<file path="config.mk">
export PLATFORM = sky130hd
export DESIGN_NAME = k051960_core
export DESIGN_NICKNAME = d
export VERILOG_FILES = /design/src/k051960_pkg.sv /design/src/k051960_ifs.sv /design/src/video_counter.sv /design/src/cpu_regs.sv /design/src/irq_ctrl.sv /design/src/k051960_core.sv
export SDC_FILE = /design/constraint.sdc
export NUM_CORES = 1
export LEC_CHECK = 0
export ABC_AREA = 1
export BUFFER_PORTS_ARGS = -buffer_cell sky130_fd_sc_hd__buf_2
export CORE_ASPECT_RATIO = 2
export CORE_MARGIN = 2
export CORE_UTILIZATION = 54
export CTS_CLUSTER_DIAMETER = 120
export DETAILED_ROUTE_END_ITERATION = 10
export HOLD_SLACK_MARGIN = 0.08
export PLACE_DENSITY_LB_ADDON = 0.25
export SYNTH_ARGS = -nofsm -noshare
export SYNTH_HDL_FRONTEND = slang
export SYNTH_SLANG_ARGS = --single-unit
</file>
<file path="constraint.sdc">
create_clock -name clk_6M -period 2.93 [get_ports clk_6M]
set_clock_uncertainty 0.05 [all_clocks]
set_input_delay 0 -clock clk_6M [delete_from_list [all_inputs] [get_ports clk_6M]]
set_output_delay 0 -clock clk_6M [all_outputs]
set_load 0.005 [all_outputs]
</file>
<file path="src/k051960_pkg.sv">
// Shared constants and types for the 051960 video timing and CPU register core
// Imported by the design modules and by the testbench checker
`default_nettype none

package k051960_pkg;

	// Video timing
	localparam int H_TOTAL       = 384; // Clocks per line
	localparam int V_TOTAL       = 264; // Lines per frame
	localparam int V_BLANK_START = 240;
	localparam int NMI_LINES     = 32;
	localparam int NMI_DIV_W     = $clog2(NMI_LINES);
	localparam int H_W           = 9;
	localparam int V_W           = 9;

	// CPU bus and ROM address
	localparam int ADDR_W         = 11;
	localparam int DATA_W         = 8;
	localparam int CA_W           = 18;
	localparam int ROM_WINDOW_BIT = 10; // High half of the chip's space

	// Control register 0 bits
	localparam int IRQ_EN_BIT   = 0;
	localparam int FIRQ_EN_BIT  = 1;
	localparam int NMI_EN_BIT   = 2;
	localparam int FLIP_BIT     = 3;
	localparam int ROM_READ_BIT = 5;

	// Register picked by ab[2:0] while ab[10:3] is zero
	typedef enum logic [3:0] {
		REG_CTRL    = 4'd0,
		REG_BANK_LO = 4'd2,
		REG_BANK_HI = 4'd3,
		REG_NONE    = 4'hf
	} reg_sel_t;

endpackage

`default_nettype wire

</file>
<file path="src/k051960_ifs.sv">
// Internal interfaces of the 051960 core
// ctrl_regs_if carries control register 0 out of cpu_regs, video_timing_if the line timing
`timescale 1ns/10ps
`default_nettype none

interface ctrl_regs_if;
	logic irq_en;
	logic firq_en;
	logic nmi_en;
	logic flip;
	logic rom_read; // CPU reads graphics ROM

	modport regs (
		output irq_en, firq_en, nmi_en, flip, rom_read
	);

	modport irq (
		input irq_en, firq_en, nmi_en
	);

	modport video (
		input flip
	);
endinterface

interface video_timing_if
	import k051960_pkg::*;
();
	logic           line_start; // First clock of a line
	logic [V_W-1:0] vcount;     // Not flipped
	logic           vblank;
	logic           frame_end;

	modport source (
		output line_start, vcount, vblank, frame_end
	);

	modport sink (
		input line_start, vcount, vblank, frame_end
	);
endinterface

`default_nettype wire

</file>
<file path="src/video_counter.sv">
// Horizontal and vertical video counters with external frame sync
// Produces the line timing for the interrupt and register blocks
`timescale 1ns/10ps
`default_nettype none

module video_counter
	import k051960_pkg::*;
(
	input  wire            clk_6M,
	input  wire            V143,
	input  wire            hvin,
	output logic [H_W-1:0] hp,
	output logic [7:0]     vp,
	output logic           hend,
	output logic           hvot,
	ctrl_regs_if.video     ctrl,
	video_timing_if.source timing
);

	logic           sync_q;
	logic [V_W-1:0] vcnt;
	logic           last_line;

	// Single register in place of the chip's HVIN delay line
	always_ff @(posedge clk_6M or negedge V143) begin
		if (!V143) begin
			sync_q <= 1'b0;
		end else begin
			sync_q <= ~hvin;
		end
	end

	always_ff @(posedge clk_6M or negedge V143) begin
		if (!V143) begin
			hp <= '0;
		end else if (sync_q) begin
			hp <= '0;
		end else if (hend) begin
			hp <= '0;
		end else begin
			hp <= hp + 1'b1;
		end
	end

	always_ff @(posedge clk_6M or negedge V143) begin
		if (!V143) begin
			vcnt <= '0;
		end else if (sync_q) begin
			vcnt <= '0;
		end else if (hend) begin
			if (last_line) begin
				vcnt <= '0;
			end else begin
				vcnt <= vcnt + 1'b1;
			end
		end
	end

	assign hend      = (hp == H_W'(H_TOTAL - 1));
	assign last_line = (vcnt == V_W'(V_TOTAL - 1));
	assign hvot      = hend & last_line;

	// Inverted under flip, as for the sprite line compare
	assign vp = vcnt[7:0] ^ {8{ctrl.flip}};

	assign timing.line_start = (hp == '0);
	assign timing.vcount     = vcnt;
	assign timing.vblank     = (vcnt >= V_W'(V_BLANK_START));
	assign timing.frame_end  = hvot;

endmodule

`default_nettype wire

</file>
<file path="src/cpu_regs.sv">
// CPU register interface: control register 0, ROM bank registers and ROM readback
// Writes take effect on the clock edge, reads and the ROM address are combinational
`timescale 1ns/10ps
`default_nettype none

module cpu_regs
	import k051960_pkg::*;
(
	input  wire               clk_6M,
	input  wire               V143,
	input  wire               cs_n,
	input  wire               wr_n,
	input  wire               rd_n,
	input  wire [ADDR_W-1:0]  ab,
	input  wire [DATA_W-1:0]  db_in,
	input  wire [DATA_W-1:0]  rom_data,
	output logic [DATA_W-1:0] db_out,
	output logic              db_dir,
	output logic [CA_W-1:0]   ca,
	ctrl_regs_if.regs         ctrl,
	video_timing_if.sink      timing
);

	reg_sel_t          sel;
	logic              wr;
	logic              rd;
	logic              status_rd;
	logic              rom_rd;
	logic [DATA_W-1:0] bank_lo;
	logic [1:0]        bank_hi; // Only two bits reach CA

	always_comb begin
		sel = REG_NONE;
		if (ab[ADDR_W-1:3] == '0) begin
			case (ab[2:0])
				3'd0:    sel = REG_CTRL;
				3'd2:    sel = REG_BANK_LO;
				3'd3:    sel = REG_BANK_HI;
				default: sel = REG_NONE;
			endcase
		end
	end

	assign wr = ~cs_n & ~wr_n;
	assign rd = ~cs_n & ~rd_n;

	always_ff @(posedge clk_6M or negedge V143) begin
		if (!V143) begin
			ctrl.irq_en   <= 1'b0;
			ctrl.firq_en  <= 1'b0;
			ctrl.nmi_en   <= 1'b0;
			ctrl.flip     <= 1'b0;
			ctrl.rom_read <= 1'b0;
		end else if (wr && sel == REG_CTRL) begin
			ctrl.irq_en   <= db_in[IRQ_EN_BIT];
			ctrl.firq_en  <= db_in[FIRQ_EN_BIT];
			ctrl.nmi_en   <= db_in[NMI_EN_BIT];
			ctrl.flip     <= db_in[FLIP_BIT];
			ctrl.rom_read <= db_in[ROM_READ_BIT];
		end
	end

	always_ff @(posedge clk_6M) begin
		if (wr && sel == REG_BANK_LO) begin
			bank_lo <= db_in;
		end
		if (wr && sel == REG_BANK_HI) begin
			bank_hi <= db_in[1:0];
		end
	end

	assign status_rd = rd & (sel == REG_CTRL);
	assign rom_rd    = rd & ab[ROM_WINDOW_BIT] & ctrl.rom_read;

	// Render address is not modelled, so CA idles at zero
	assign ca = ctrl.rom_read ? {bank_hi, bank_lo, ab[ROM_WINDOW_BIT-1:2]} : '0;

	always_comb begin
		if (rom_rd) begin
			db_out = rom_data;
		end else if (status_rd) begin
			db_out = {timing.vblank, {(DATA_W - 1){1'b0}}};
		end else begin
			db_out = '0;
		end
	end

	assign db_dir = rom_rd | status_rd; // Chip drives the data bus

endmodule

`default_nettype wire

</file>
<file path="src/irq_ctrl.sv">
// IRQ, FIRQ and NMI generation from the line timing
// Each line latches low on its event and is released by clearing its enable bit
`timescale 1ns/10ps
`default_nettype none

module irq_ctrl
	import k051960_pkg::*;
(
	input  wire          clk_6M,
	input  wire          V143,
	ctrl_regs_if.irq     ctrl,
	video_timing_if.sink timing,
	output logic         irq_n,
	output logic         firq_n,
	output logic         nmi_n
);

	logic [NMI_DIV_W-1:0] nmi_div;
	logic                 first_line;
	logic [2:0]           en;
	logic [2:0]           ev;
	logic [2:0]           pend;

	assign first_line = (timing.vcount == '0);

	// Line divider for NMI, restarted at line 0 after an external resync
	always_ff @(posedge clk_6M or negedge V143) begin
		if (!V143) begin
			nmi_div <= '0;
		end else if (timing.frame_end) begin
			nmi_div <= '0;
		end else if (timing.line_start) begin
			nmi_div <= first_line ? NMI_DIV_W'(1) : nmi_div + 1'b1;
		end
	end

	assign en = {ctrl.nmi_en, ctrl.firq_en, ctrl.irq_en};

	assign ev[0] = timing.line_start & (timing.vcount == V_W'(V_BLANK_START));
	assign ev[1] = timing.line_start & ~timing.vcount[0]; // Even lines
	assign ev[2] = timing.line_start & (first_line | (nmi_div == '0));

	always_ff @(posedge clk_6M or negedge V143) begin
		if (!V143) begin
			pend <= '0;
		end else begin
			for (int i = 0; i < 3; i++) begin
				if (!en[i]) begin
					pend[i] <= 1'b0; // Held clear while disabled
				end else if (ev[i]) begin
					pend[i] <= 1'b1;
				end
			end
		end
	end

	assign irq_n  = ~pend[0];
	assign firq_n = ~pend[1];
	assign nmi_n  = ~pend[2];

endmodule

`default_nettype wire

</file>
<file path="src/k051960_core.sv">
// Top level of the reduced 051960: video counters, CPU registers and interrupts
// Plain chip pins outside, internal interfaces between the blocks
`timescale 1ns/10ps
`default_nettype none

module k051960_core
	import k051960_pkg::*;
(
	input  wire               clk_6M,
	input  wire               V143,
	input  wire               hvin,
	input  wire               cs_n,
	input  wire               wr_n,
	input  wire               rd_n,
	input  wire [ADDR_W-1:0]  ab,
	input  wire [DATA_W-1:0]  db_in,
	input  wire [DATA_W-1:0]  rom_data,
	output logic [DATA_W-1:0] db_out,
	output logic              db_dir,
	output logic [CA_W-1:0]   ca,
	output logic [H_W-1:0]    hp,
	output logic [7:0]        vp,
	output logic              vblank,
	output logic              hend,
	output logic              hvot,
	output logic              irq_n,
	output logic              firq_n,
	output logic              nmi_n
);

	ctrl_regs_if    ctrl_if ();
	video_timing_if timing_if ();

	video_counter u_video (
		.clk_6M (clk_6M),
		.V143   (V143),
		.hvin   (hvin),
		.hp     (hp),
		.vp     (vp),
		.hend   (hend),
		.hvot   (hvot),
		.ctrl   (ctrl_if.video),
		.timing (timing_if.source)
	);

	cpu_regs u_regs (
		.clk_6M   (clk_6M),
		.V143     (V143),
		.cs_n     (cs_n),
		.wr_n     (wr_n),
		.rd_n     (rd_n),
		.ab       (ab),
		.db_in    (db_in),
		.rom_data (rom_data),
		.db_out   (db_out),
		.db_dir   (db_dir),
		.ca       (ca),
		.ctrl     (ctrl_if.regs),
		.timing   (timing_if.sink)
	);

	irq_ctrl u_irq (
		.clk_6M (clk_6M),
		.V143   (V143),
		.ctrl   (ctrl_if.irq),
		.timing (timing_if.sink),
		.irq_n  (irq_n),
		.firq_n (firq_n),
		.nmi_n  (nmi_n)
	);

	assign vblank = timing_if.vblank;

endmodule

`default_nettype wire

</file>
Word-level counts from Yosys, hierarchy flattened
Cells that the tools add are included.

word-level totals
  flip-flop bits (word level) = 42
  input port bits = 33
  logic and storage cells = 78
  output and inout bits = 50

operators by class
  equal/unequal tests = 10
  bitwise operators = 20
  muxes and demuxes = 19
  $add $sub $neg = 3
  reductions and logical operators = 11
  magnitude comparators = 1

operators by type and width
  kind                                                                                 count
  9-bit 2-to-1 mux                                                                     5
  9-bit by 1-bit adder with 9-bit output, second input constant                        2
  9-bit == test, second input constant                                                 2
  9-bit logical NOT                                                                    2
  18-bit 2-to-1 mux                                                                    1
  8-bit 2-to-1 mux                                                                     2
  5-bit 2-to-1 mux                                                                     3
  4-bit one-hot mux with 3 select lines                                                1
  1-bit AND                                                                            9
  9-bit by 8-bit == test with 1-bit output, second input constant                      1
  9-bit by 8-bit greater-or-equal comparator with 1-bit output, second input constant  1
  4-bit by 2-bit == test with 1-bit output, second input constant                      2
  8-bit logical NOT                                                                    1
  1-bit inverter                                                                       8
  8-bit bitwise XOR                                                                    1
  3-bit by 2-bit == test with 1-bit output, second input constant                      2
  1-bit 2-to-1 mux                                                                     6
  2-bit by 1-bit inequality test with 1-bit output, second input constant              3
  5-bit by 1-bit adder with 5-bit output, second input constant                        1
  5-bit logical NOT                                                                    1
  4-bit logical NOT                                                                    1
  4-bit 2-to-1 mux                                                                     1
  2-bit nonzero test                                                                   2
  1-bit logical AND                                                                    3
  2 further kinds                                                                      3

Longest topological paths before layout
Gate-level depths: netlist of the first run.

  word-level depth = 7
  gate-level depth with buffers = 10
  gate-level depth less buffers = 9

Cells and area by module
Synthesis of the first run repeated with hierarchy kept, for this count alone.

second synthesis, totals
  cells, all modules = 344
  area, all modules = 2591.2 um^2

by module, submodules not included
  module         times used  area an instance (um^2)  cells an instance  sequential area each (um^2)
  video_counter  1           1278.7                   180                475.5
  cpu_regs       1           854.6                    106                425.4
  irq_ctrl       1           457.9                    58                 200.2

Worst setup path after synthesis of the first run
Ideal clock, no wire load.

  kind = input -> register
  from = in cs_n
  to = reg u_regs.bank_lo[0] (enable)
  library setup time = 0.395 ns
  path buffers = 0
  path slack = 1.375 ns
  data arrival time = 1.111 ns
  required time = 2.485 ns
  cell stages on the path = 3
  cells stage by stage = nor2_1 -> nand2_1 -> nor4_1

on the way
  word-level cells in the longest chain between the ends = 3

ends and longest elaborated chain
  what                  line                source
  from (decl)           k051960_core.sv:12  input wire cs_n,
  1-bit inverter        cpu_regs.sv:44      assign wr = ~cs_n & ~wr_n;
  1-bit AND             cpu_regs.sv:44
  1-bit logical AND     cpu_regs.sv:64      if (wr && sel == REG_BANK_LO) begin
  to (signal assigned)  cpu_regs.sv:65      bank_lo <= db_in;
  to (decl)             cpu_regs.sv:29      logic [DATA_W-1:0] bank_lo;

No other way between the ends.
A chain may end at the register's enable or synchronous reset.

Worst setup path in the final report of the first run
  from = reg u_regs.ctrl.rom_read
  to = out db_out[7]

on the way
  word-level cells in the longest chain between the ends = 2

ends and longest elaborated chain
  what                    line                source
  from (decl)             k051960_ifs.sv:14   output irq_en, firq_en, nmi_en, flip, rom_read
  from (signal assigned)  cpu_regs.sv:59      ctrl.rom_read <= db_in[ROM_READ_BIT];
  1-bit AND               cpu_regs.sv:73      assign rom_rd = rd & ab[ROM_WINDOW_BIT] & ctrl.rom_read;
  8-bit 2-to-1 mux        cpu_regs.sv:79      if (rom_rd) begin
  to (decl)               k051960_core.sv:18  output logic [DATA_W-1:0] db_out,

No other way between the ends.

==> results of run 1 <==
-- metal layers --
layer | GRT usage (%) | wire length (um)
met1 | 28.29 | 2270
met2 | 40.90 | 3117
met3 | 4.167 | 255
met4 | 9.312 | 103
met5 | 0 | 0
-- stage by stage --
stage	instance area, sq um	setup slack, ps	cells	util (%)
after floorplan	2489	1375	344	-
after global placement	2929	1286	474	64.94
after detailed placement	2929	1221	474	64.94
after CTS	3148	1075	493	69.79
after global routing	3148	880.8	493	69.79
final	3148	1080	493	69.79
-- flip-flops by register name (all words and copies together), names as in the netlist --
name,flops
u_video.hp,9
u_video.timing.vcount,9
u_regs.bank_lo,8
u_irq.nmi_div,5
u_irq.pend,3
u_regs.bank_hi,2
u_regs.ctrl.firq_en,1
u_regs.ctrl.flip,1
u_regs.ctrl.irq_en,1
u_regs.ctrl.nmi_en,1
u_regs.ctrl.rom_read,1
u_video.sync_q,1
-- cell usage in the layout, fill, tap and decap left out --
cell type	instances
nand2_1	90
buf_2	82
inv_1	65
nor2_1	51
dfrtp_1	32
nand3_1	22
xor2_1	11
a21oi_1	11
dlygate4sd3_1	11
o21ai_0	10
edfxtp_1	10
nand4_1	6
ha_1	6
clkbuf_8	5
inv_2	3
nand2_2	3
nand3b_1	3
nor2_2	2
nand3_2	2
nor3_1	2
clkinv_2	2
clkinv_1	1
nor2_4	1
nor3b_1	1
nor4_1	1
nor4b_1	1
o22ai_1	1
o21ai_1	1
bufinv_16	1
buf_4	1
-- cell families (layout without fill, tap and decap cells) --
logic type	after synthesis	in the layout
fa+ha+maj	6	6
flops	42	42
xor+xnor	11	11
simple gates	185	185
buf+inv	77	171
compound gates	23	23
-- worst min-delay path by stage --
stage / start / end
floorplan: V143 / u_irq.nmi_div[0]
global placement: V143 / u_video.hp[6]
detailed placement: V143 / u_video.hp[6]
CTS: ab[1] / u_regs.bank_hi[0]
global route: ab[0] / u_regs.bank_hi[0]
finish: cs_n / u_regs.ctrl.irq_en
-- tightest hold or removal path, cell delays in order --
cell     delay, ps
buf_2           90
nor2_1          50
nand3_2        160
a21oi_1         90
-- power groups by stage --
| stage | Clock (W) | Sequential [W] | Combinational (W) |
|---|---|---|---|
| 3_3_place_gp | 0 | 0.000671 | 0.000181 |
| 5_1_grt | 0.000484 | 0.000667 | 0.000232 |
| 4_1_cts | 0.000457 | 0.000661 | 0.000205 |
| 6_report | 0.000455 | 0.000662 | 0.000203 |
| 2_1_floorplan | 0 | 0.000665 | 0.000124 |
| 3_5_place_dp | 0 | 0.000673 | 0.000189 |
-- final cells by class --
cell class / count / area (sq um)
Clock buffer: 5 / 68.82
Clock inverter: 3 / 40.04
Fill cell: 368 / 1363
Inverter: 69 / 259.0
Multi-Input combinational cell: 225 / 1082
Sequential cell: 42 / 1101
Tap cell: 55 / 68.82
Timing Repair Buffer: 94 / 528.0
-- cell usage after synthesis, drive strengths merged --
library cell,n
xor2,11
o22ai,1
nor3b,1
o21ai,11
nand3,24
nand4,6
clkbuf,2
inv,68
nand2,93
nor4b,1
nor4,1
buf,6
clkinv,1
nor2,54
nor3,2
edfxtp,10
dfrtp,32
ha,6
a21oi,11
nand3b,3
==> impl_metrics.toml, run 1 <==
[outcome]
status = "finished, final reports clean"

[setup_path]
cpPeakStageDelay_ps = 730
crit_start = "u_regs.ctrl.rom_read"
reg2reg_slack_ps = 1160
r2r_end = "u_irq.nmi_div[2]"
path_buf_inv = 1
slowest_stage = "dfrtp_1"
crit_chain = "nand3_1, o22ai_1, buf_2"
crit_end = "db_out[7]"
cp.required_ps = 2880
critPathTopFamily = "flip-flops"
crit_fanout = 20
r2r_cells = 7
crit_cells = 3
worst-setup-path-type = "register to primary output"
critPathCaptureType = "primary output"
worstSetupStartpointType = "register"
critical_path_arrival_ps = 1800
r2r_start = "u_video.hp[0]"

[sta]
hold_slack_ps = 82.52
fmax_mhz = 540.4
timing.final.crit_share_pct = 63.16
setup_violations = 0
drv_slew = 0
finalSetupTns_ps = 0
period_needed_ps = 1850
rsz0062_at_grt = "false"
maxSlewHeadroom_pct = 54.01
max_slew.worst_pin.slew_ps = 689.8
finalHoldViolCount = 0

[yosys]
synth_compound_area_share_pct = 4.676
synth_area_sq_um = 2489
synth_top_family_by_area = "simple AND/OR/NAND/NOR gates"
ys_warn_count = 0
syn_area_per_cell_sq_um = 7.234
synth-seq-cells = 42
yosysTopAreaCellShare_pct = 32.18
synth_area_leaders = "dfrtp_1 32%, nand2_1 14%, edfxtp_1 12%"
yosys.area.top_type = "dfrtp_1"
synth-xor-area-share_pct = 3.871
synth_mux_area_share_pct = 0
synthDistinctLibCells = 28
postSynthCellCount = 344
synthAdderAreaFrac_pct = 3.017
synth_nets = 383
yosysSeqAreaShare_pct = 44.24
synth-simple-area-share_pct = 31.93

[worst_hold_path]
hold_depth = 4
hp-class = "input port to register"

[floorplanning]
initial_core_util_pct = 55.17
core_sq_um = 4511
ios = 83
die_h_um = 100.0
rows = 35
die_area_sq_um = 5201
die_width_um = 52.01

[placed_design]
dp_hpwl_um = 4324
place.gp.congestion = 0.8494
io_buffers = 82

[global_route]
grt_pass1_vias = 2220
overflow = 0
grtUsageTotal_pct = 23.68
grt_pass1_wl_um = 9404
grt_max_degree = 33
antenna_found_initial = 0

[detailed_routing]
drtPass1Iterations = 4
totalWireLength_um = 5747
routedWlPerCell_um = 11.66
drc = 0
drtIter0Drc = 35
via_per_inst = 4.890
via_count = 2411
antenna_left = 0

[cts]
htree_levels = 2
cts-resized-gates = 0
root_buffer = "clkbuf_8"
insertion_delay_ps = 290
cts_buffer_depth = 2
cts_tree = "done"
cts.hold.buffers_added = 11
cts.sinks = 42
cts_made_buffers = 5
clk_pin_slew_ps = 80
post_cts_buffers = 0

[pwr]
p_clk_share_pct = 34.5
power_frac_seq_pct = 50.1
combPwrFrac_pct = 15.4
power_w = 0.001320
p_int_w = 0.0009644
total_leakage_power_nw = 1.897
swShare_pct = 26.93
ir_drop_v = 0.0002919
p_switching_w = 0.0003553
powerDensity_nw_per_um2 = 419.2

[finish]
drive_gt1_share_pct = 23.29
area_growth_syn_to_layout_pct = 26.50
diodes = 0
nets = 476

[run]
drv_cap = 0
(Power assumes the default switching activity.)
==> run 2, diff against run 1 <==
Settings changed: CORE_UTILIZATION 54 to 46.
Clock period 2.93 ns to 1.7 ns, I/O delays scaled along.
==> run 2 against run 1 <==
  * Combinational power is 83% higher
  * Die area is 16% higher
  * Setup slack worse by 980 ps
  * Sequential share of layout area is 0.83 points lower
  * Via count is 1.6% higher
  * Routed wire length is 8.6% higher
  * Clock-buffer cell count stayed put
  * Critical path type unchanged
  * Critical endpoint is now hvot
  * Largest cell class is now multi-input combinational cells
==> impl_metrics.toml, run 2 (synthesis results as in run 1) <==
[outcome]
status = "finished, final reports clean"

[sta]
setup_violations = 0
fmax_mhz = 624.3
drv_slew = 0
maxSlewHeadroom_pct = 50.08
finalSetupTns_ps = 0
timing.final.crit_share_pct = 94.22
max_slew.worst_pin.slew_ps = 748.8
period_needed_ps = 1602
finalHoldViolCount = 0

[global_route]
grtUsageTotal_pct = 21.78
overflow = 0
antenna_found_initial = 0
grt_max_degree = 33
grt_pass1_vias = 2411
grt_pass1_wl_um = 10320

[run]
drv_cap = 0

[floorplanning]
rows = 37
die_width_um = 56.01
ios = 83
core_sq_um = 5185
die_area_sq_um = 6050
initial_core_util_pct = 48.00
die_h_um = 108.0

[pwr]
power_w = 0.002198
total_leakage_power_nw = 1.921
powerDensity_nw_per_um2 = 678.6
ir_drop_v = 0.0006411

[finish]
nets = 485
final_cell_mix = "87 x nand2_1, 82 x buf_2, 65 x inv_1"
drive_gt1_share_pct = 27.52
diodes = 0
area_growth_syn_to_layout_pct = 30.17
layout_commonest_cell = "nand2_1"

[cts]
cts.sinks = 42
cts_buffer_depth = 2
cts_made_buffers = 5
insertion_delay_ps = 300
cts_tree = "done"
htree_levels = 2
clk_pin_slew_ps = 90
root_buffer = "clkbuf_8"

[placed_design]
place.gp.congestion = 0.8243
dp_hpwl_um = 4860
io_buffers = 82

[detailed_routing]
routedWlPerCell_um = 12.35
totalWireLength_um = 6239
drtIter0Drc = 110
via_count = 2449
via_per_inst = 4.850
drc = 0
drtPass1Iterations = 4
antenna_left = 0

[setup_path]
cp.required_ps = 1650
worst-setup-path-type = "register to primary output"
critPathCaptureType = "primary output"
critical_path_arrival_ps = 1550
worstSetupStartpointType = "register"
crit_fanout = 5

[worst_hold_path]
hp-class = "input port to register"
-- run 2: layer usage --
metal	routed length [um]	global-route usage (%)	share of wire, %	vias to the layer above
li1	-	-	-	1246
met1	2149	19.36	34	1105
met2	3561	43.53	57	84
met3	329	4.426	5.3	14
met4	199	11.90	3.2	0
met5	0	0	0	-
-- run 2: final timing paths --
path                                    startpoint                        to  slack (ps)  depth (start not counted)
worst min register to register  u_regs.ctrl.irq_en             u_irq.pend[0]         450                          2
worst min-delay path                          cs_n        u_regs.ctrl.nmi_en          80                          4
min in group asynchronous                     V143             u_video.hp[8]         240                          2
worst max-delay path                 u_video.hp[5]                      hvot         100                          5
max in group asynchronous                     V143  u_video.timing.vcount[5]         830                          2
worst max register to register       u_video.hp[0]             u_video.hp[3]         150                          8
-- run 2: power breakdown --
| part | internal [W] | switching [W] | leakage, nW | total (W) |
|---|---|---|---|---|
| combinational | 0.000164 | 0.000207 | 1.38 | 0.000372 |
| clock | 0.000297 | 0.000388 | 0.0447 | 0.000685 |
| sequential | 0.00108 | 0.0000596 | 0.494 | 0.00114 |
| total | 0.00154 | 0.000655 | 1.92 | 0.00220 |
-- run 2: area by class of cell --
type                    count  area, sq um
well taps                  58        72.57
clock buffers               5        68.82
flip-flops and latches     42         1106
repair buffers            103        595.6
clock inverters             3        25.02
fillers                   502         1946
inverters                  69        259.0
multi-input cells         225         1112
-- run 2: critical path, cell delays in order (launching register included) --
cell,delay [ps]
dfrtp_1,450
nand2_1,120
nor2_2,160
nand4_1,180
nor2_2,200
buf_2,130
-- run 2: through the flow --
step / worst slack, ps / area [sq um] / std cells / hold WS (ps) / utilization (%)
floorplan: 144.6 / 2489 / 344 / -345.6 / -
global placement: 154.0 / 2978 / 483 / 53.28 / 57.43
detailed placement: 82.54 / 2978 / 483 / 58.91 / 57.43
CTS: 20.71 / 3187 / 502 / 81.37 / 61.46
global route: -4.316 / 3239 / 505 / 116.4 / 62.48
finish: 98.33 / 3239 / 505 / 79.13 / 62.48
-- run 2: repair_timing --
item | in CTS | in global routing
pin swaps | 0 | 1
buffers inserted | 0 | 3
hold buffers | 11 | 0
hold endpoints to repair | 48 | 0
resized for setup | 2 | 12
endpoints found under the setup margin | 2 | 9
==> run 3, diff against run 2 <==
Settings changed: BUFFER_PORTS_ARGS -buffer_cell sky130_fd_sc_hd__buf_2 to default, CORE_UTILIZATION 46 to 57, DONT_BUFFER_PORTS from default to 1.
==> run 3 against run 2 <==
  * Routed wire length down 0.85%
  * Largest power group unchanged
  * Core utilization increased by 11 points
  * Register-to-register slack worse by 30 ps
  * Highest routed layer unchanged
  * Hold slack gained 41 ps
  * Clock-buffer cell count unchanged
  * Flip-flop and latch count unchanged
  * Critical path depth unchanged
==> impl_metrics.toml, run 3 (synthesis results as in run 1) <==
[cts]
cts_tree = "done"
cts_buffer_depth = 2
cts.sinks = 42
clk_pin_slew_ps = 80
insertion_delay_ps = 290
cts_made_buffers = 5
htree_levels = 2
root_buffer = "clkbuf_8"

[pwr]
total_leakage_power_nw = 1.642
ir_drop_v = 0.0006155
powerDensity_nw_per_um2 = 740.9

[outcome]
status = "finished, final reports clean"

[placed_design]
place.gp.congestion = 0.8735
io_buffers = 0
dpl.cell_count = 397
dp_hpwl_um = 4040
post_dp_cell_area_sq_um = 2575

[floorplanning]
die_area_sq_um = 4942
ios = 83
initial_core_util_pct = 58.50
core_sq_um = 4254
rows = 34
die_h_um = 97.45
die_width_um = 50.72

[detailed_routing]
totalWireLength_um = 6186
via_count = 2372
drtPass1Iterations = 4
antenna_left = 0
drtIter0Drc = 72
routedWlPerCell_um = 13.96
drc = 0
via_per_inst = 5.354

[setup_path]
crit_fanout = 7
critical_path_arrival_ps = 1560
r2r_end = "u_irq.nmi_div[2]"
cp.required_ps = 1650
reg2reg_slack_ps = 120
worst-setup-path-type = "register to primary output"
r2r_cells = 8
worstSetupStartpointType = "register"
r2r_start = "u_video.hp[0]"
critPathCaptureType = "primary output"
crit_start = "u_video.hp[2]"

[finish]
layout_commonest_cell = "nand2_1"
seq_area_sq_um = 1109
diodes = 0
instances_no_fill = 443
final_cell_mix = "90 x nand2_1, 65 x inv_1, 48 x nor2_1"
nets = 427
final_area_sq_um = 3107
multi_input_area_sq_um = 1115
num-fill-cells = 320
area_growth_syn_to_layout_pct = 24.84
drive_gt1_share_pct = 10.80

[sta]
period_needed_ps = 1609
max_slew.worst_pin.slew_ps = 547.5
setup_violations = 0
drv_slew = 0
finalHoldViolCount = 0
timing.final.crit_share_pct = 94.65
fmax_mhz = 621.5
maxSlewHeadroom_pct = 62.99

[global_route]
overflow = 0
grt_pass1_wl_um = 10230
grt_max_degree = 33
antenna_found_initial = 0
grt_pass1_vias = 2346
grtUsageTotal_pct = 26.75

[run]
drv_cap = 0

[worst_hold_path]
hp-class = "input port to async pin"
-- run 3: cell types whose count changed in the layout (fill, tap and decap cells not counted), moves of 2 or more --
cell           before  now
dlygate4sd3_1      11   32
nand2_1            87   90
dfrtp_2             4    6
dfrtp_1            28   26
buf_12              0    2
buf_2              82    0
clkinv_2            0    2
nand2_2             5    2
-- run 3: power breakdown --
| part | leakage (nW) | switching (W) | total (W) | internal, W |
|---|---|---|---|---|
| combinational | 1.09 | 0.000204 | 0.000381 | 0.000177 |
| sequential | 0.491 | 0.0000580 | 0.00114 | 0.00108 |
| clock | 0.0579 | 0.000348 | 0.000781 | 0.000433 |
| total | 1.64 | 0.000610 | 0.00230 | 0.00169 |
-- run 3: worst max path at each step --
stage | slack, ps | endpoint
final | 90 | hvot
after global routing | -20 | hvot
after CTS | 20 | u_video.timing.vcount[4]
after detailed placement | 30 | u_video.timing.vcount[4]
after global placement | 120 | u_video.hp[3]
after floorplan | 140 | u_regs.bank_lo[0]
-- run 3: metal layers --
layer	GRT usage [%]	routed length, um	vias up
met3	5.692	291	19
met2	45.14	3415	89
li1	-	-	1128
met4	11.23	139	0
met1	32.13	2339	1136
met5	0	0	-
-- run 3: critical path, cell delays in order, from the launching register on --
cell	delay, ps
dfrtp_2	450
nand2_1	80
nor2_2	160
nand4_1	230
nor2_2	220
buf_4	130
-- run 3: per-stage QoR --
stage	utilization [%]	setup TNS (ps)	setup WS [ps]	hold slack [ps]	power [W]
floorplan	-	0	144.6	-345.6	0.001360
global placement	60.53	0	122.7	-344.9	0.001418
detailed placement	60.53	0	27.00	-344.9	0.001432
CTS	71.56	0	16.13	114.0	0.002290
global route	73.03	-32.66	-15.59	134.5	0.002418
finish	73.03	0	90.90	120.2	0.002302
-- run 3: area by class of cell --
class                      instances  share of cell area [%]
sequential                        42                   35.68
multi-input combinational        225                   35.88
tap                               54                   2.175
clock inverter                     3                   1.289
inverter                          69                   8.337
clock buffer                       5                   2.215
timing repair buffer              45                   14.42
-- run 3: what timing repair did --
item,4_1_cts,5_1_grt
pin swaps,0,2
gates resized for setup,1,14
hold buffers,34,0
endpoints found under the setup margin,1,14
hold endpoints to repair,74,0
setup buffers,1,3
